**src/source/icache_cfg_pkg.sv**
```systemverilog
package icache_cfg_pkg;

    //////////////////////////////////////////////////
    // Cache geometry
    //////////////////////////////////////////////////

    localparam int ADDR_WIDTH = 32;
    localparam int LINE_WIDTH = 128;
    localparam int NWAY = 2;
    localparam int NSET = 256;

    // Address split, byte offset inside a line first
    localparam int OFFSET_WIDTH = $clog2(LINE_WIDTH / 8);
    localparam int INDEX_WIDTH = $clog2(NSET);
    localparam int TAG_WIDTH = ADDR_WIDTH - INDEX_WIDTH - OFFSET_WIDTH;

    //////////////////////////////////////////////////
    // Replacement
    //////////////////////////////////////////////////

    localparam int LFSR_WIDTH = 16;

    // x^16 + x^14 + x^13 + x^11
    localparam logic [LFSR_WIDTH-1:0] LFSR_TAPS = 16'hb400;

    // Any nonzero start value works
    localparam logic [LFSR_WIDTH-1:0] LFSR_SEED = 16'hace1;

endpackage

```
**src/source/icache_types_pkg.sv**
```systemverilog
package icache_types_pkg;

    import icache_cfg_pkg::*;

    // Fetch address as seen by the cache
    typedef struct packed {
        logic [TAG_WIDTH-1:0]    tag;
        logic [INDEX_WIDTH-1:0]  index;
        logic [OFFSET_WIDTH-1:0] offset;
    } icache_addr_t;

    // One tag array entry, 21 bits
    typedef struct packed {
        logic                 valid;
        logic [TAG_WIDTH-1:0] tag;
    } tag_entry_t;

    // Request from the fetch unit
    typedef struct packed {
        logic         valid;
        logic         uncached;
        icache_addr_t addr;
    } fetch_req_t;

    // Write from the controller into the way memories
    typedef struct packed {
        logic [NWAY-1:0]        en;
        logic [INDEX_WIDTH-1:0] index;
        tag_entry_t             entry;
        logic [LINE_WIDTH-1:0]  line;
    } array_wr_t;

endpackage

```
**src/source/icache_ctrl.sv**
```systemverilog
`timescale 1ns/10ps

module icache_ctrl
    import icache_cfg_pkg::*;
    import icache_types_pkg::*;
(
    input  logic                   clk,
    input  logic                   rst,
    input  fetch_req_t             fetch_i,
    input  logic                   flush_i,
    input  fetch_req_t             pend_i,
    input  logic                   hit_i,
    input  logic                   refill_ready_i,
    input  logic                   refill_valid_i,
    input  logic [LINE_WIDTH-1:0]  refill_line_i,
    output logic                   ack_o,
    output logic                   accept_o,
    output logic                   done_o,
    output logic                   rd_en_o,
    output logic [INDEX_WIDTH-1:0] rd_index_o,
    output array_wr_t              wr_o,
    output logic                   refill_req_o,
    output logic [ADDR_WIDTH-1:0]  refill_addr_o
);

    typedef enum logic [1:0] {
        FLUSH,
        IDLE,
        REQ,
        WAIT
    } state_t;

    state_t                 state_q;
    state_t                 state_d;
    logic [INDEX_WIDTH-1:0] flush_cnt_q;
    logic [LFSR_WIDTH-1:0]  lfsr_q;
    logic                   miss_q;
    logic                   miss_new;
    logic                   flush_last;
    logic                   fill_en;

    //////////////////////////////////////////////////
    // State machine
    //////////////////////////////////////////////////

    always_ff @(posedge clk) begin
        if (rst) begin
            state_q <= FLUSH;
        end else begin
            state_q <= state_d;
        end
    end

    // Pending request looked up and missed
    assign miss_new = (state_q == IDLE) && pend_i.valid && !hit_i;
    assign flush_last = flush_cnt_q == INDEX_WIDTH'(NSET - 1);

    // A miss is serviced before a flush
    always_comb begin
        state_d = state_q;
        case (state_q)
            FLUSH: begin
                if (flush_last) begin
                    state_d = IDLE;
                end
            end
            IDLE: begin
                if (miss_new) begin
                    state_d = refill_ready_i ? WAIT : REQ;
                end else if (flush_i) begin
                    state_d = FLUSH;
                end
            end
            REQ: begin
                if (refill_ready_i) begin
                    state_d = WAIT;
                end
            end
            WAIT: begin
                if (refill_valid_i) begin
                    state_d = IDLE;
                end
            end
            default: begin
                state_d = FLUSH;
            end
        endcase
    end

    // Outstanding miss, held until the line arrives
    always_ff @(posedge clk) begin
        if (rst) begin
            miss_q <= 1'b0;
        end else if (miss_new) begin
            miss_q <= 1'b1;
        end else if ((state_q == WAIT) && refill_valid_i) begin
            miss_q <= 1'b0;
        end
    end

    // Wraps back to zero at the end of each flush
    always_ff @(posedge clk) begin
        if (rst) begin
            flush_cnt_q <= '0;
        end else if (state_q == FLUSH) begin
            flush_cnt_q <= flush_cnt_q + 1'b1;
        end
    end

    // Free-running victim source
    always_ff @(posedge clk) begin
        if (rst) begin
            lfsr_q <= LFSR_SEED;
        end else begin
            lfsr_q <= {lfsr_q[LFSR_WIDTH-2:0], ^(lfsr_q & LFSR_TAPS)};
        end
    end

    //////////////////////////////////////////////////
    // Fetch side and array ports
    //////////////////////////////////////////////////

    assign ack_o = (state_q == IDLE) && fetch_i.valid && !flush_i && !miss_new && !miss_q;
    assign accept_o = ack_o;
    assign rd_en_o = ack_o;
    assign rd_index_o = fetch_i.addr.index;
    assign done_o = state_q == WAIT;

    // Fill follows the outstanding miss
    assign fill_en = refill_valid_i && miss_q && !pend_i.uncached;

    always_comb begin
        wr_o.en = '0;
        wr_o.index = pend_i.addr.index;
        wr_o.entry.valid = 1'b1;
        wr_o.entry.tag = pend_i.addr.tag;
        wr_o.line = refill_line_i;
        if (state_q == FLUSH) begin
            wr_o.en = '1;
            wr_o.index = flush_cnt_q;
            wr_o.entry = '0;
        end else if (fill_en) begin
            wr_o.en[lfsr_q[0]] = 1'b1;
        end
    end

    // Refill request, line aligned
    assign refill_req_o = miss_new || ((state_q == REQ) && miss_q);
    assign refill_addr_o = {pend_i.addr.tag, pend_i.addr.index, {OFFSET_WIDTH{1'b0}}};

    a_refill_hold: assert property (@(posedge clk) disable iff (rst)
        refill_req_o && !refill_ready_i |=> refill_req_o && $stable(refill_addr_o));

    a_no_write_idle: assert property (@(posedge clk) disable iff (rst)
        state_q == IDLE |-> wr_o.en == '0);

endmodule

```
**config.mk**
```make
export PLATFORM = sky130hd
export DESIGN_NAME = icache_ctrl
export DESIGN_NICKNAME = d
export VERILOG_FILES = /design/src/source/icache_cfg_pkg.sv /design/src/source/icache_types_pkg.sv /design/src/source/icache_ctrl.sv
export SDC_FILE = /design/constraint.sdc
export NUM_CORES = 1
export LEC_CHECK = 0
export ABC_AREA = 0
export BUFFER_PORTS_ARGS = -buffer_cell sky130_fd_sc_hd__buf_2
export CORE_AREA = 2 2 160 162
export CTS_CLUSTER_SIZE = 28
export DETAILED_ROUTE_END_ITERATION = 10
export DIE_AREA = 0 0 162 164
export GPL_ROUTABILITY_DRIVEN = 0
export HOLD_SLACK_MARGIN = 0.1
export PLACE_DENSITY_LB_ADDON = 0.12
export SYNTH_ARGS = -nofsm -noshare
export SYNTH_HDL_FRONTEND = slang
export SYNTH_SLANG_ARGS = --single-unit
```
**constraint.sdc**
```tcl
create_clock -name clk -period 2 [get_ports clk]
set_input_delay 0 -clock clk [delete_from_list [all_inputs] [get_ports clk]]
set_output_delay 0 -clock clk [all_outputs]
set_load 0.05 [all_outputs]
```
==> impl_metrics.env, run 1 <==
export IMPL_portBuffers=100
export IMPL_status="did not finish"
export IMPL_synthDistinctLibCells=34
export IMPL_rows=58
export IMPL_synth_top_area_frac=0.493
export IMPL_root_buffer="clkbuf_16"
export IMPL_io_pins=406
export IMPL_ys_seq_elements=27
export IMPL_syn_area_mm2=0.00259
export IMPL_fp_dieH_um=164
export IMPL_die_x_um=162
export IMPL_dp_slack_ns=0.0855
export IMPL_synth_top_area_cell="buf_4"
export IMPL_yosysSeqAreaShare=0.209
export IMPL_yosysMostFrequentCell="buf_4"
export IMPL_cts_resized=0
export IMPL_synth_warnings=0
export IMPL_clockBufferDepth=2
export IMPL_synth_edf_count=0
export IMPL_syn_area_per_cell_um2=8.25
export IMPL_flow_stopped_at="clock tree synthesis (4_1_cts)"
export IMPL_synth_area_leaders="buf_4, dfxtp_1, nor2b_1"
export IMPL_clock_sinks=27
export IMPL_cts_buffers=3
export IMPL_error="[ERROR RSZ-0060] Max buffer count reached."
export IMPL_postCtsHoldBufs=116
export IMPL_htree_levels=1
export IMPL_synth_ff_type="dfxtp_1"
export IMPL_cts_setup_buffers=0
export IMPL_ys_async_sr_fraction=0
export IMPL_synthTopCellsByCount="buf_4, nor2b_1, dfxtp_1"
export IMPL_synthCells=314
export IMPL_dpl_hpwl_mm=4.62
export IMPL_start_util=0.104
## per-stage QoR
step | instance area, um^2 | cells | utilization | hold slack [ns]
after floorplan | 2600 | 317 | - | 0.167
after detailed placement | 2220 | 572 | 0.0895 | 0.000341
after global placement | 2220 | 572 | 0.0895 | 0.000341
## cells by family after synthesis
family	Yosys count	synth area share
adder cells (fa/ha/maj)	5	0.0242
buffers and inverters	183	0.515
other	1	0.00145
AO/OA/AOI/OAI	14	0.0333
XOR/XNOR	8	0.0271
flip-flops	27	0.209
multiplexers	9	0.0386
AND/OR/NAND/NOR	67	0.152
==> inputs of run 2 (changes only) <==
--- a/config.mk
+++ b/config.mk
@@ -8,12 +8,10 @@
 export ABC_AREA = 0
 export BUFFER_PORTS_ARGS = -buffer_cell sky130_fd_sc_hd__buf_2
 export CORE_AREA = 2 2 160 162
-export CTS_CLUSTER_SIZE = 28
 export DETAILED_ROUTE_END_ITERATION = 10
 export DIE_AREA = 0 0 162 164
 export GPL_ROUTABILITY_DRIVEN = 0
-export HOLD_SLACK_MARGIN = 0.1
-export PLACE_DENSITY_LB_ADDON = 0.12
+export PLACE_DENSITY_LB_ADDON = 0.15
 export SYNTH_ARGS = -nofsm -noshare
 export SYNTH_HDL_FRONTEND = slang
 export SYNTH_SLANG_ARGS = --single-unit
==> run 2 against run 1 <==
  * The flow now finishes without violations
  * Synthesized cell count unchanged
  * Synthesized area unchanged
==> impl_metrics.env, run 2 <==
export IMPL_ys_seq_elements=27
export IMPL_slew_viol_final=0
export IMPL_power_leakage_nw=1.03
export IMPL_holdPathEnd="wr_o[100]"
export IMPL_clock_sinks=27
export IMPL_required_ns=2.18
export IMPL_holdCritPathClass="in -> out"
export IMPL_core_area_mm2=0.0248
export IMPL_grt_remaining_overflow=0
export IMPL_drc=0
export IMPL_layout_drive_gt1_share=0.518
export IMPL_fin_area_mm2=0.00232
export IMPL_setup_ws_ns=0.113
export IMPL_largest_reg_flops=16
export IMPL_nNetsFinal=455
export IMPL_synthTopCellsByCount="buf_4, nor2b_1, dfxtp_1"
export IMPL_portBuffers=100
export IMPL_cpLargestDelayFamily="simple AND/OR/NAND/NOR gates"
export IMPL_crit_start="state_q[0]$_SDFFE_PP0P_"
export IMPL_critical_path_class="reg -> reg"
export IMPL_drt_met1_wl_mm=2.19
export IMPL_grt_max_degree=29
export IMPL_holdCritStartpoint="refill_line_i[100]"
export IMPL_die_x_um=162
export IMPL_yosysMostFrequentCell="buf_4"
export IMPL_ys_async_sr_fraction=0
export IMPL_n_fill_cell=2946
export IMPL_worstPathArrival_ns=2.07
export IMPL_highest_layer="met4"
export IMPL_met3_wirelength_um=727
export IMPL_synth_top_area_frac=0.493
export IMPL_crit_chain="inv_1, ha_1, nor2b_2, a311o_1, or4_1, o31ai_1"
export IMPL_dp_slack_ns=0.122
export IMPL_firstDrtPassIters=4
export IMPL_mostFrequentLayoutCell="buf_2"
export IMPL_via_per_inst=2.48
export IMPL_final_min_clock_period_ns=1.89
export IMPL_register_area_um2=542
export IMPL_grt_pass1_vias=1379
export IMPL_largest_registers="lfsr_q: 16 flops, flush_cnt_q: 8 flops, state_q: 2 flops"
export IMPL_critPathMaxStageDelay_ns=0.52
export IMPL_crit_slowest_cell="or4_1"
export IMPL_synth_top_area_cell="buf_4"
export IMPL_finalCritPeriodShare=0.943
export IMPL_start_util=0.104
export IMPL_syn_area_per_cell_um2=8.25
export IMPL_fp_dieH_um=164
export IMPL_io_pins=406
export IMPL_start_kind="register"
export IMPL_hold_depth=0
export IMPL_grt_use_total=0.0412
export IMPL_fin_util=0.0935
export IMPL_met2_length_mm=2.74
export IMPL_area_growth_pct=-10.4
export IMPL_synth_area_leaders="buf_4, dfxtp_1, nor2b_1"
export IMPL_tns_ns=0
export IMPL_multi_input_area_um2=739
export IMPL_wirelength_mm=5.96
export IMPL_htree_levels=1
export IMPL_worstSkewPairLatency_ns=0.26
export IMPL_crit_fanout=4
export IMPL_cap_violations=0
export IMPL_first_iter_violations=19
export IMPL_root_buffer="clkbuf_16"
export IMPL_clkTransAtPathRegs_ns=0.07
export IMPL_cts_setup_buffers=0
export IMPL_hold_viol=0
export IMPL_synth_edf_count=0
export IMPL_ir_worst_vdd_uv=267
export IMPL_ant_nets=0
export IMPL_dieArea_mm2=0.0266
export IMPL_via_count=1433
export IMPL_r2r_end="state_q[1]$_SDFFE_PP0P_"
export IMPL_synthDistinctLibCells=34
export IMPL_end_kind="register"
export IMPL_largest_register="lfsr_q"
export IMPL_r2r_start="state_q[0]$_SDFFE_PP0P_"
export IMPL_dpl_cell_area_mm2=0.00223
export IMPL_grt_pass1_wl_mm=8.20
export IMPL_setup_viol=0
export IMPL_r2r_slack_ns=0.11
export IMPL_clock_fmax_mhz=530
export IMPL_antenna_found_initial=0
export IMPL_dpl_hpwl_mm=4.99
export IMPL_synth_warnings=0
export IMPL_clockBufferDepth=2
export IMPL_diodes=0
export IMPL_critPathBufInv=1
export IMPL_rsz0062_at_grt="false"
export IMPL_clock_skew_ns=0.00134
export IMPL_yosysSeqAreaShare=0.209
export IMPL_status="finished, final reports clean"
export IMPL_layout_common_cells="buf_2, nor2b_1, dfxtp_1"
export IMPL_cts_buffers=3
export IMPL_synthCells=314
export IMPL_synth_ff_type="dfxtp_1"
export IMPL_syn_area_mm2=0.00259
export IMPL_wl_per_cell_um=10.3
export IMPL_power_density_mw_per_mm2=707
export IMPL_rows=58
export IMPL_cts_tree="yes"
export IMPL_r2r_cells=6
-- run 2: worst reg2reg max path: stages, from the launching register on --
cell	delay [ns]
dfxtp_2	0.35
inv_1	0.09
ha_1	0.25
nor2b_2	0.16
a311o_1	0.36
or4_1	0.52
o31ai_1	0.08
-- run 2: cell type report --
class	count	share of cell area
Inverter	6	0.00971
Tap cell	330	0.178
Clock inverter	1	0.00216
Sequential cell	27	0.234
Timing Repair Buffer	103	0.225
Clock buffer	3	0.0324
Multi-Input combinational cell	107	0.319
-- run 2: cells by family (layout without fill, tap and decap cells) --
family          count (synthesis)  in the layout  share of synthesized area
compound gates                 14             14                     0.0333
xor+xnor                        8              8                     0.0271
fa+ha+maj                       5              5                     0.0242
buf+inv                       183            113                      0.515
flops                          27             27                      0.209
mux                             9              9                     0.0386
other cells                     1              4                    0.00145
simple gates                   67             67                      0.152
-- run 2: power breakdown --
group          internal, mW  switching, mW
Sequential            0.574         0.0237
Combinational         0.160          0.419
Clock                 0.270          0.192
-- run 2: what timing repair did --
item,4_1_cts,5_1_grt
hold buffers,0,0
resized for setup,0,2
endpoints found under the setup margin,0,4
-- run 2: metrics by stage --
| stage | power, mW | hold WS [ns] | std cells |
|---|---|---|---|
| finish | 1.64 | 0.0000193 | 577 |
| global route | 1.74 | 0.0000718 | 577 |
| CTS | 1.68 | 0.000341 | 577 |
| detailed placement | 1.20 | 0.000341 | 573 |
| global placement | 1.20 | 0.000341 | 573 |
| floorplan | 1.81 | 0.167 | 317 |
-- run 2: worst max-delay path by stage --
stage | to | slack (ns) | cells past startpoint
6_report | state_q[1]$_SDFFE_PP0P_ | 0.11 | 6
5_1_grt | state_q[1]$_SDFFE_PP0P_ | 0.01 | 6
4_1_cts | wr_o[151] | 0.01 | 5
3_5_place_dp | state_q[1]$_SDFFE_PP0P_ | 0.12 | 6
3_3_place_gp | state_q[1]$_SDFFE_PP0P_ | 0.15 | 6
2_1_floorplan | wr_o[157] | 0.08 | 6
-- run 2: per-layer routing --
metal,vias to the layer above,GRT usage
li1,674,-
met1,617,0.0421
met4,0,0.0245
met3,32,0.0217
met2,110,0.0671
met5,-,0
Power figures use the tool's default switching activity.
