[src/source/icache_cfg_pkg.sv]
package icache_cfg_pkg;

    //////////////////////////////////////////////////
    // Cache geometry
    //////////////////////////////////////////////////

    localparam int ADDR_WIDTH = 32;
    localparam int LINE_WIDTH = 128;
    localparam int NWAY = 2;
    localparam int NSET = 256;

    // Address split, byte offset inside a line first
    localparam int OFFSET_WIDTH = $clog2(LINE_WIDTH / 8);
    localparam int INDEX_WIDTH = $clog2(NSET);
    localparam int TAG_WIDTH = ADDR_WIDTH - INDEX_WIDTH - OFFSET_WIDTH;

    //////////////////////////////////////////////////
    // Replacement
    //////////////////////////////////////////////////

    localparam int LFSR_WIDTH = 16;

    // x^16 + x^14 + x^13 + x^11
    localparam logic [LFSR_WIDTH-1:0] LFSR_TAPS = 16'hb400;

    // Any nonzero start value works
    localparam logic [LFSR_WIDTH-1:0] LFSR_SEED = 16'hace1;

endpackage

[src/source/icache_types_pkg.sv]
package icache_types_pkg;

    import icache_cfg_pkg::*;

    // Fetch address as seen by the cache
    typedef struct packed {
        logic [TAG_WIDTH-1:0]    tag;
        logic [INDEX_WIDTH-1:0]  index;
        logic [OFFSET_WIDTH-1:0] offset;
    } icache_addr_t;

    // One tag array entry, 21 bits
    typedef struct packed {
        logic                 valid;
        logic [TAG_WIDTH-1:0] tag;
    } tag_entry_t;

    // Request from the fetch unit
    typedef struct packed {
        logic         valid;
        logic         uncached;
        icache_addr_t addr;
    } fetch_req_t;

    // Write from the controller into the way memories
    typedef struct packed {
        logic [NWAY-1:0]        en;
        logic [INDEX_WIDTH-1:0] index;
        tag_entry_t             entry;
        logic [LINE_WIDTH-1:0]  line;
    } array_wr_t;

endpackage

[src/source/icache_lookup.sv]
`timescale 1ns/10ps

module icache_lookup
    import icache_cfg_pkg::*;
    import icache_types_pkg::*;
(
    input  logic                             clk,
    input  logic                             rst,
    input  logic                             accept_i,
    input  fetch_req_t                       fetch_i,
    input  tag_entry_t [NWAY-1:0]            tag_i,
    input  logic [NWAY-1:0][LINE_WIDTH-1:0]  line_i,
    input  logic                             refill_valid_i,
    input  logic [LINE_WIDTH-1:0]            refill_line_i,
    input  logic                             done_i,
    output fetch_req_t                       pend_o,
    output logic                             hit_o,
    output logic                             rvalid_o,
    output logic [LINE_WIDTH-1:0]            rdata_o
);

    fetch_req_t            pend_q;
    logic [NWAY-1:0]       way_hit;
    logic [LINE_WIDTH-1:0] hit_line;

    //////////////////////////////////////////////////
    // Pending request
    //////////////////////////////////////////////////

    // A new accept in the hit cycle replaces the finished request
    always_ff @(posedge clk) begin
        if (rst) begin
            pend_q <= '0;
        end else if (accept_i) begin
            pend_q <= fetch_i;
        end else if (rvalid_o) begin
            pend_q.valid <= 1'b0;
        end
    end

    assign pend_o = pend_q;

    //////////////////////////////////////////////////
    // Tag compare and line select
    //////////////////////////////////////////////////

    // Uncached requests never hit, they always go to memory
    always_comb begin
        hit_line = '0;
        for (int w = 0; w < NWAY; w++) begin
            way_hit[w] = pend_q.valid && !pend_q.uncached && tag_i[w].valid
                         && (tag_i[w].tag == pend_q.addr.tag);
            hit_line = hit_line | (line_i[w] & {LINE_WIDTH{way_hit[w]}});
        end
    end

    assign hit_o = |way_hit;

    // While the controller waits for memory only the refill beat counts
    assign rvalid_o = done_i ? refill_valid_i : hit_o;
    assign rdata_o = done_i ? refill_line_i : hit_line;

    // Fills only go to a line that missed in every way
    a_one_way_hit: assert property (@(posedge clk) disable iff (rst)
        $onehot0(way_hit));

endmodule

[config.mk]
export PLATFORM = sky130hd
export DESIGN_NAME = icache_lookup
export DESIGN_NICKNAME = d
export VERILOG_FILES = /design/src/source/icache_cfg_pkg.sv /design/src/source/icache_types_pkg.sv /design/src/source/icache_lookup.sv
export SDC_FILE = /design/constraint.sdc
export NUM_CORES = 1
export LEC_CHECK = 0
export BUFFER_PORTS_ARGS = -buffer_cell sky130_fd_sc_hd__buf_2
export CORE_AREA = 2 2 242 244
export DETAILED_ROUTE_END_ITERATION = 12
export DIE_AREA = 0 0 244 246
export GPL_TIMING_DRIVEN = 0
export PLACE_DENSITY = 0.32
export SLEW_MARGIN = 20
export SYNTH_ARGS = -nofsm -noshare
export SYNTH_HDL_FRONTEND = slang
export SYNTH_SLANG_ARGS = --single-unit
export TNS_END_PERCENT = 30
[constraint.sdc]
create_clock -name clk -period 2.16 [get_ports clk]
set_clock_uncertainty 0.15 [all_clocks]
set_input_delay 0.324 -clock clk [delete_from_list [all_inputs] [get_ports clk]]
set_output_delay 0.324 -clock clk [all_outputs]
set_load 0.005 [all_outputs]
# Word-level counts from Yosys, hierarchy flattened
# Index checks and enable logic that the tools add are counted.
[totals]
out_inout_bits = 164
register_bits = 34
word_cells = 22
in_bits = 465
[op_classes]
reduce_logical = 8
bitwise_logic = 3
n_eq_ne = 2
n_mux = 4
[op_table]
columns = ["cell", "n"]
rows = [
  ["128-bit bitwise AND", 2],
  ["128-bit two-way mux", 1],
  ["128-bit bitwise OR", 1],
  ["20-bit == test", 2],
  ["1-bit logical AND", 5],
  ["1-bit two-way mux", 3],
  ["2-bit nonzero test", 1],
  ["2-bit OR reduction", 1],
  ["1-bit logical NOT", 1],
]

# Depth between registers and ports, before layout
# Gate-level depths: netlist of run 1.
[logic_depth]
ltp_word = 8
depth_mapped = 7
mapped_depth_nobuf = 5

# Least setup slack after synthesis of run 1
# No wires, ideal clock.
[synth_path]
path_kind = "register to output"
startpoint = "reg pend_q (netlist bit pend_o[13])"
endpoint = "out rdata_o[107]"
t_required_ns = 1.686
path_buffers = 2
stages_incl_launch_ff = 8
arrival_time_ns = 1.873
path_slack_ns = -0.187
path_cell_list = "dfxtp_1 -> xor2_1 -> nand4bb_1 -> or4_1 -> nor3_2 -> buf_4 -> buf_6 -> a221o_1"
[synth_between]
elab_chain_len = 5
elab_cells_between_ends = 8
classes_between = "eq/ne (2); mux (1); bitwise (3); reduce/logical (2)"
[synth_lines]
columns = ["item", "line_no", "rtl"]
rows = [
  ["start: declaration", "icache_lookup.sv:22", "fetch_req_t pend_q;"],
  ["start signal: assignment", "icache_lookup.sv:35", "pend_q <= fetch_i;"],
  ["20-bit == test", "icache_lookup.sv:52", "&& (tag_i[w].tag == pend_q.addr.tag);"],
  ["1-bit logical AND", "icache_lookup.sv:52", ""],
  ["128-bit bitwise AND", "icache_lookup.sv:53", "hit_line = hit_line | (line_i[w] & {LINE_WIDTH{way_hit[w]}});"],
  ["128-bit bitwise OR (*)", "icache_lookup.sv:53", ""],
  ["128-bit two-way mux (*)", "icache_lookup.sv:61", "assign rdata_o = done_i ? refill_line_i : hit_line;"],
  ["end: declaration", "icache_lookup.sv:19", "output logic [LINE_WIDTH-1:0] rdata_o"],
]
# Mark *: on every way between the ends. The rest lies on a longest branch, timed or not.

# Worst setup path after layout of run 1
[layout_path]
startpoint = "reg pend_q (netlist bit pend_o[20])"
endpoint = "out rdata_o[79]"
# Same word-level chain as after synthesis.

==> flow_summary_export.csv, run 1 <==
group,metric,value,unit
run_status,status,"finished, violations left",
run_status,failed_checks,"setup timing",
place,place.gp.congestion,0.877,
place,dp_hpwl,38600,um
sta,worst_pin_slew,0.919,ns
setup_path,r2r-start,"pend_o[20]",
setup_path,r2r-end,"pend_o[33]",
sta,rsz0062_at_grt,"yes",
clock_tree,insertion_delay,0.29,ns
power,ir_drop,0.000260,V
drt,drc,0,
synthesis,yosys_warnings,0,
clock_tree,cts_num_sinks,34,
floorplanning,initial_utilization,0.0728,
sta,max_freq,325,MHz
sta,relSlewSlack,0.387,
synthesis,post_synth.cell_area_avg,8.47,um^2
synthesis,synth.top_cell.area_share,0.307,
global_routing,grt_max_degree,12,
global_routing,grt_pass1_wl,56400,um
drt,drtPass1Iterations,5,
setup_path,arrival,2.61,ns
floorplanning,die-area,0.0600,mm^2
synthesis,yosys.area.top_type,"a221o_1",
floorplanning,core,0.0574,mm^2
synthesis,async_flop_share,0,
sta,fin_ws,-0.921,ns
place,preCtsSetupSlack,-1.24,ns
setup_path,required,1.69,ns
clock_tree,cts_tree,"done",
setup_path,cp-end-kind,"output pin",
layout,drive_above_1_share,0.622,
place,post-place-cells,1884,
global_routing,grt_use_met2,0.257,
drt,wl,43300,um
sta,period_share,1.43,
synthesis,syn_area,0.00417,mm^2
synthesis,synthTopCellsByCount,"a221o_1, and2_1, nor2_1, dfxtp_1, mux2i_1",
layout,final_area,0.00901,mm^2
synthesis,synth.ff_latch_count,34,
drt,vias,6960,
drt,vias_per_cell,3.64,
power,powerDensity,329,mW/mm^2
power,leakagePower,4.62,nW
clock_tree,clk_pin_slew,0.06,ns
setup_path,crit_end,"rdata_o[79]",
global_routing,busiest_layer,"met2",
worst_hold_path,hold_path.class,"input port to flip-flop",
setup_path,timing.critical_path.from,"pend_o[20]",
layout,fin_nets,1602,
drt,drt_iter0_drc,308,
floorplanning,die_x,244,um
layout,largest_reg_flops,34,
synthesis,synth_nets,958,
setup_path,reg2reg_slack,0,ns
setup_path,path_max_fanout,10,
global_routing,grt_overflow,0,
synthesis,yosysUniqueCellTypes,31,
clock_tree,numCtsBuffers,5,
sta,finalSetupViolCount,131,
sta,finalMaxSlewViolations,0,
clock_tree,cts_max_path_buffers,2,
sta,finalWorstPathRequiredPeriod,3.08,ns
synthesis,synth_area_leaders,"a221o_1, and2_1, dfxtp_1, mux2i_1, xnor2_1",
synthesis,synth_flop_cell,"dfxtp_1",
floorplanning,die_y,246,um
setup_path,start_kind,"flip-flop",
clock_tree,cts_htree_levels,2,
layout,utilization,0.157,
clock_tree,cts_root_buf,"clkbuf_16",
layout,fin_cells,1911,
place,portBuffers,626,
global_routing,grt_pass1_vias,7244,
setup_path,r2r_cells,5,
global_routing,gr-usage-met1,0.137,
job,cap_violations,0,
floorplanning,row_count,88,
synthesis,ys_seq_area_frac,0.163,
synthesis,syn-instance-count,493,
synthesis,synth_edf_count,0,
layout,area_growth_syn_to_layout,116,%
global_routing,grt_use_total,0.135,
drt,avgRoutedWirePerCell,22.7,um
setup_path,worstSetupPathType,"flip-flop to output pin",
clock_tree,holdBufCountCts,0,
floorplanning,io_pins,629,
global_routing,antenna_found_initial,30,
global_routing,grt_use_met3,0.0345,
place,placed_area,0.00831,mm^2
sta,hold_viol_final,0,
drt,ant_nets,0,
metal layers:
| metal | up-vias | routed length, um |
|---|---|---|
| met5 | - | 89 |
| met4 | 12 | 1930 |
| met3 | 83 | 3340 |
| met2 | 466 | 22800 |
| met1 | 3183 | 15200 |
| li1 | 3216 | - |
how the worst min path moves through the flow:
stage                      startpoint         end  slack [ns]  cells after the start
after global routing      fetch_i[31]  pend_o[31]        0.12                      3
after detailed placement    pend_o[4]   pend_o[4]        0.33                      2
after CTS                  fetch_i[4]   pend_o[4]        0.10                      3
after floorplan           fetch_i[16]  pend_o[16]        0.32                      2
after global placement      pend_o[1]   pend_o[1]        0.33                      2
final                      fetch_i[4]   pend_o[4]        0.11                      3
critical path, cell delays in order, from the launching register on:
cell and delay, ns:
dfxtp_4 0.38, xnor2_4 0.23, nand4_1 0.14, or4_4 0.55, nor3_4 0.16, buf_12 0.14
buf_16 0.15, buf_6 0.16, a221o_1 0.22, buf_2 0.14
report_power, final:
part           internal [mW]  leakage [nW]  switching, mW
Sequential             0.668         0.287         0.0523
Clock                  0.694        0.0971          0.309
Combinational          0.671          4.24          0.573
placed cells by master (no fill, tap or decap), types with 12 or more instances in the layout:
cell type / count
buf_2: 618
and2_1: 128
a221o_1: 128
nor2_1: 38
mux2i_1: 33
clkbuf_1: 21
dfxtp_1: 18
xor2_1: 17
buf_6: 15
dfxtp_2: 14
xnor2_1: 13
buf_4: 12
repair_timing:
item                       4_1_cts  5_1_grt
resized for setup               67        9
buffers inserted                 9        0
gates cloned                     3        1
setup endpoints to repair      131      131
pin swaps                       10        4
cells by family after synthesis:
logic type | after synthesis | share of synthesized area
multiplexers | 33 | 0.0791
XOR/XNOR | 40 | 0.0839
AND/OR/NAND/NOR | 202 | 0.285
flip-flops | 34 | 0.163
AO/OA/AOI/OAI | 132 | 0.314
buffers and inverters | 52 | 0.0749
area by class of cell:
type | count | area [um^2]
multi-input cells | 407 | 3320
fillers | 6701 | 48400
flip-flops and latches | 34 | 706
repair buffers | 638 | 3380
diodes | 8 | 20.0
inverters | 2 | 7.51
clock inverters | 2 | 60.1
well taps | 765 | 957
plain buffers | 49 | 423
clock buffers | 6 | 139
through the flow:
stage,hold slack (ns),power [mW],TNS (ns)
after floorplan,0.321,1.13,-14.31
after global placement,0.326,1.95,-169.36
after detailed placement,0.335,1.96,-132.16
after CTS,0.104,3.03,-113.10
after global routing,0.125,3.12,-121.82
final,0.114,2.97,-104.92
No activity file was read; power rests on OpenSTA's default activity.
==> inputs of run 2 (changes only) <==
--- a/config.mk
+++ b/config.mk
@@ -11,6 +11,7 @@
 export DIE_AREA = 0 0 244 246
 export GPL_TIMING_DRIVEN = 0
 export PLACE_DENSITY = 0.32
+export SETUP_SLACK_MARGIN = 0.1
 export SLEW_MARGIN = 20
 export SYNTH_ARGS = -nofsm -noshare
 export SYNTH_HDL_FRONTEND = slang
==> run 2 against run 1 <==
The flow still finishes with violations (setup timing). Clock-buffer cell count did not move. Design area fell by 0.22%. Combinational power about the same. Sequential share of layout area hardly changed. Clock power about the same. Setup slack improved by 0.024 ns. Critical path depth unchanged. Global-route usage stayed put.
==> flow_summary_export.csv, run 2 (synthesis gave the netlist of run 1 again) <==
group,metric,value,unit
run_status,status,"finished, violations left",
run_status,failed_checks,"setup timing",
floorplanning,die-area,0.0600,mm^2
worst_hold_path,hold_path.class,"input port to flip-flop",
sta,max_freq,327,MHz
floorplanning,initial_utilization,0.0728,
setup_path,timing.critical_path.from,"pend_o[20]",
setup_path,path_max_fanout,10,
place,place.gp.congestion,0.877,
sta,finalWorstPathRequiredPeriod,3.06,ns
sta,holdWs,0.114,ns
setup_path,cp-end-kind,"output pin",
power,powerDensity,330,mW/mm^2
sta,finalSetupViolCount,131,
setup_path,required,1.69,ns
setup_path,reg2reg_slack,0,ns
drt,ant_nets,0,
drt,drtPass1Iterations,4,
drt,drc,0,
global_routing,grt_pass1_wl,56400,um
drt,vias_per_cell,3.64,
sta,relSlewSlack,0.385,
power,p_total,2.96,mW
sta,worst_pin_slew,0.922,ns
setup_path,r2r-end,"pend_o[33]",
floorplanning,die_y,246,um
setup_path,arrival,2.58,ns
global_routing,grt_use_total,0.135,
layout,final_cell_mix,"buf_2, and2_1, a221o_1",
power,ir_drop,0.000260,V
drt,drt_iter0_drc,217,
global_routing,grt_max_degree,12,
drt,avgRoutedWirePerCell,22.6,um
layout,fin_nets,1602,
drt,wl,43300,um
layout,area_growth_syn_to_layout,115,%
global_routing,grt_overflow,0,
clock_tree,cts_max_path_buffers,2,
layout,nFillCells,6704,
floorplanning,io_pins,629,
setup_path,worstSetupPathType,"flip-flop to output pin",
sta,period_share,1.42,
place,portBuffers,626,
clock_tree,cts_root_buf,"clkbuf_16",
clock_tree,cts_num_sinks,34,
setup_path,r2r-start,"pend_o[20]",
floorplanning,core,0.0574,mm^2
clock_tree,clk_pin_slew,0.06,ns
sta,fin_ws,-0.898,ns
sta,hold_viol_final,0,
clock_tree,cts_tree,"done",
clock_tree,cts_htree_levels,2,
floorplanning,die_x,244,um
setup_path,r2r_cells,5,
setup_path,crit_end,"rdata_o[79]",
power,leakagePower,4.61,nW
setup_path,start_kind,"flip-flop",
sta,rsz0062_at_grt,"yes",
layout,layout_commonest_cell,"buf_2",
floorplanning,row_count,88,
job,cap_violations,0,
clock_tree,insertion_delay,0.29,ns
global_routing,antenna_found_initial,30,
clock_tree,numCtsBuffers,5,
drt,vias,6948,
layout,largest_reg_flops,34,
place,dp_hpwl,38600,um
sta,finalMaxSlewViolations,0,
layout,drive_above_1_share,0.622,
global_routing,grt_pass1_vias,7244,
[run 2: metrics by stage]
stage          setup slack [ns]   util  setup TNS (ns)  cells  cell area [um^2]
2_1_floorplan            -0.128      -          -14.31    493              4220
3_3_place_gp              -1.61  0.145         -169.36   1884              8310
3_5_place_dp              -1.24  0.145         -132.16   1884              8310
4_1_cts                  -0.939  0.156         -113.10   1903              8960
5_1_grt                   -1.04  0.157         -125.20   1907              8980
6_report                 -0.898  0.157         -107.11   1911              8990
[run 2: how the worst min path moves through the flow]
stage	startpoint	slack [ns]	cells past startpoint	endpoint
floorplan	fetch_i[16]	0.32	2	pend_o[16]
global placement	pend_o[1]	0.33	2	pend_o[1]
detailed placement	pend_o[4]	0.33	2	pend_o[4]
CTS	fetch_i[4]	0.10	3	pend_o[4]
global route	fetch_i[31]	0.12	3	pend_o[31]
finish	fetch_i[4]	0.11	3	pend_o[4]
[run 2: critical path: stages (launching register included)]
cell and delay [ns]:
dfxtp_4 0.38, xnor2_4 0.22, nand4_1 0.14, or4_4 0.55
nor3_4 0.16, buf_12 0.14, buf_12 0.14, buf_6 0.16
a221o_1 0.22, buf_2 0.14
[run 2: where the power goes]
group          internal (mW)  switching, mW  leakage, nW
Clock                  0.694          0.309       0.0971
Sequential             0.668         0.0522        0.287
Combinational          0.669          0.573         4.23
[run 2: final cells by class]
cell class              count  area [um^2]  share of cell area
plain buffers              49          415              0.0462
flip-flops and latches     34          706              0.0785
inverters                   2         7.51            0.000835
well taps                 765          957               0.106
repair buffers            638         3370               0.375
diodes                      8         20.0             0.00223
clock buffers               6          139              0.0154
clock inverters             2         60.1             0.00668
multi-input cells         407         3320               0.369
[run 2: metal layers]
metal | wire (um) | up-vias | GRT usage | part of all wire
met2 | 22800 | 462 | 0.257 | 0.53
met1 | 15100 | 3178 | 0.137 | 0.35
met5 | 89 | - | 0 | 0.0021
li1 | - | 3218 | - | -
met3 | 3360 | 78 | 0.0345 | 0.078
met4 | 1900 | 12 | 0.0595 | 0.044
[run 2: timing repair]
| action | CTS | global route |
|---|---|---|
| setup endpoints to repair | 131 | 131 |
| setup buffers | 9 | 0 |
| gates resized for setup | 67 | 4 |
| hold buffers | 0 | 0 |
| pin swaps | 10 | 7 |
| cloned | 3 | 0 |
==> inputs of run 3 (changes only) <==
--- a/config.mk
+++ b/config.mk
@@ -6,9 +6,9 @@
 export NUM_CORES = 1
 export LEC_CHECK = 0
 export BUFFER_PORTS_ARGS = -buffer_cell sky130_fd_sc_hd__buf_2
-export CORE_AREA = 2 2 242 244
+export CORE_AREA = 2 2 243 245
 export DETAILED_ROUTE_END_ITERATION = 12
-export DIE_AREA = 0 0 244 246
+export DIE_AREA = 0 0 245 247
 export GPL_TIMING_DRIVEN = 0
 export PLACE_DENSITY = 0.32
 export SETUP_SLACK_MARGIN = 0.1
==> constraint.sdc (replaced) <==
create_clock -name clk -period 2.88 [get_ports clk]
set_clock_uncertainty 0.15 [all_clocks]
set_input_delay 0.432 -clock clk [delete_from_list [all_inputs] [get_ports clk]]
set_output_delay 0.432 -clock clk [all_outputs]
set_load 0.005 [all_outputs]
==> run 3 against run 2 <==
The run still ends with setup timing left. Clock power decreased by 42%. Sequential power down 25%. Wire length decreased by 0.58%. Design area is 2.9% higher. Cell count up 0.84%. Clock-buffer cell count is the same. First-iteration DRC count up 12%. Power down 31%. Die area is 0.82% higher. Highest routed layer unchanged.
==> flow_summary_export.csv, run 3 (synthesis gave the netlist of run 1 again) <==
group,metric,value,unit
setup_path,worstSetupPathType,"flip-flop to output pin",
clock_tree,cts_num_sinks,34,
setup_path,crit_path_cell_trace,"xnor2_2 -> nand4_1 -> or4_4 -> nor3_4 -> buf_12 -> buf_4 -> buf_12 -> buf_12 -> a221o_1 -> buf_2",
floorplanning,io_pins,629,
sta,rsz0062_at_grt,"yes",
setup_path,required,2.30,ns
worst_hold_path,min_to,"pend_o[1]",
sta,period_share,1.11,
setup_path,start_kind,"flip-flop",
layout,drive_above_1_share,0.626,
place,place.gp.congestion,0.854,
setup_path,path_max_fanout,5,
setup_path,cp-end-kind,"output pin",
power,powerDensity,222,mW/mm^2
power,leakagePower,4.72,nW
global_routing,antenna_found_initial,17,
setup_path,cp_common_cell,"buf_12",
place,dp_hpwl,37100,um
drt,drt_iter0_drc,243,
clock_tree,cts_root_buf,"clkbuf_16",
layout,final_cell_mix,"buf_2, and2_1, a221o_1",
floorplanning,row_count,89,
floorplanning,core,0.0582,mm^2
power,combPwrFrac,0.452,
power,p_sw,0.706,mW
drt,vias,6995,
layout,fin_nets,1615,
sta,hold_viol_final,0,
layout,utilization,0.159,
sta,finalMaxSlewViolations,0,
layout,layout_commonest_cell,"buf_2",
floorplanning,die_x,245,um
floorplanning,die_y,247,um
drt,drc,0,
global_routing,grt_pass1_wl,55300,um
power,pwr-share-clk,0.285,
layout,seqCellArea,706,um^2
run_status,status,"finished, violations left",
setup_path,r2r_cells,5,
global_routing,grt_overflow,0,
sta,finalSetupViolCount,128,
job,cap_violations,0,
layout,nFillCells,6716,
place,portBuffers,626,
drt,drtPass1Iterations,5,
floorplanning,die-area,0.0605,mm^2
drt,ant_nets,0,
run_status,failed_checks,"setup timing",
global_routing,grt_pass1_vias,7106,
drt,wl,43000,um
clock_tree,cts_tree,"done",
layout,largest_reg_flops,34,
global_routing,grt_use_total,0.131,
setup_path,reg2reg_slack,0.77,ns
layout,area_growth_syn_to_layout,122,%
global_routing,grt_max_degree,12,
place,preCtsSetupSlack,-1.29,ns
setup_path,arrival,2.61,ns
clock_tree,cts_htree_levels,2,
drt,vias_per_cell,3.63,
power,p_sw_frac,0.344,
drt,avgRoutedWirePerCell,22.3,um
setup_path,critPathSlowestCell,"or4_4",
sta,worst_pin_slew,0.823,ns
sta,relSlewSlack,0.451,
worst_hold_path,hold_depth,3,
sta,max_freq,313,MHz
setup_path,r2r-start,"pend_o[30]",
floorplanning,initial_utilization,0.0717,
worst_hold_path,hold_path.class,"input port to flip-flop",
clock_tree,clk_pin_slew,0.06,ns
setup_path,max_stage_delay,0.54,ns
power,intPower,1.35,mW
layout,multi_input_area,0.00334,mm^2
clock_tree,holdBufCountCts,0,
sta,finalSetupTns,-23.77,ns
clock_tree,cts_max_path_buffers,2,
worst_hold_path,hold_start,"fetch_i[1]",
sta,finalWorstPathRequiredPeriod,3.19,ns
sta,holdWs,0.218,ns
clock_tree,insertion_delay,0.30,ns
clock_tree,numCtsBuffers,5,
power,p_total,2.05,mW
setup_path,r2r-end,"pend_o[33]",
power,ir_drop,0.000183,V
power,sequentialPowerShare,0.263,
sta,fin_ws,-0.312,ns
[run 3: power groups by stage]
stage	sequential, mW	clock, mW	combinational, mW
final	0.541	0.585	0.929
after global routing	0.546	0.625	1.01
after CTS	0.542	0.608	0.933
after detailed placement	0.547	0	0.909
after global placement	0.549	0	0.906
after floorplan	0.537	0	0.306
[run 3: metal layers]
| layer | vias to the layer above | global-route usage | part of all wire |
|---|---|---|---|
| li1 | 3239 | - | - |
| met1 | 3293 | 0.152 | 0.39 |
| met2 | 404 | 0.245 | 0.52 |
| met3 | 49 | 0.0262 | 0.071 |
| met4 | 10 | 0.0325 | 0.020 |
| met5 | - | 0 | 0.0013 |
[run 3: cell type report]
cell class / count / area share
multi-input combinational: 407 / 0.361
buffer: 50 / 0.0535
clock inverter: 2 / 0.00135
clock buffer: 6 / 0.0150
tap: 773 / 0.104
inverter: 2 / 0.000811
antenna: 3 / 0.000811
timing repair buffer: 650 / 0.387
sequential: 34 / 0.0762
[run 3: critical path: cells and delay by family, from the launching register on]
| family | cells | cell delay, ns |
|---|---|---|
| xor gates and xnor gates | 1 | 0.16 |
| DFF | 1 | 0.45 |
| and+or+nand+nor | 3 | 0.80 |
| AOI/OAI and AO/OA | 1 | 0.22 |
| buffers and inverters | 5 | 0.67 |
[run 3: worst max path at each step]
stage / startpoint / endpoint / depth (start not counted)
2_1_floorplan: tag_i[22] / rdata_o[107] / 7
3_3_place_gp: tag_i[14] / rdata_o[17] / 9
3_5_place_dp: tag_i[14] / rdata_o[17] / 9
4_1_cts: pend_o[18] / rdata_o[99] / 9
5_1_grt: pend_o[18] / rdata_o[109] / 10
6_report: pend_o[30] / rdata_o[108] / 10
[run 3: through the flow]
stage | area (um^2) | instances
6_report | 9260 | 1927
5_1_grt | 9260 | 1927
4_1_cts | 8970 | 1913
3_5_place_dp | 8280 | 1892
3_3_place_gp | 8270 | 1892
2_1_floorplan | 4170 | 493
[run 3: timing repair]
item,in CTS,in global routing
buffers inserted,8,8
endpoints found under the hold margin,0,0
endpoints found under the setup margin,129,129
gates resized for setup,82,25
pin swaps,19,23
cloned,5,4
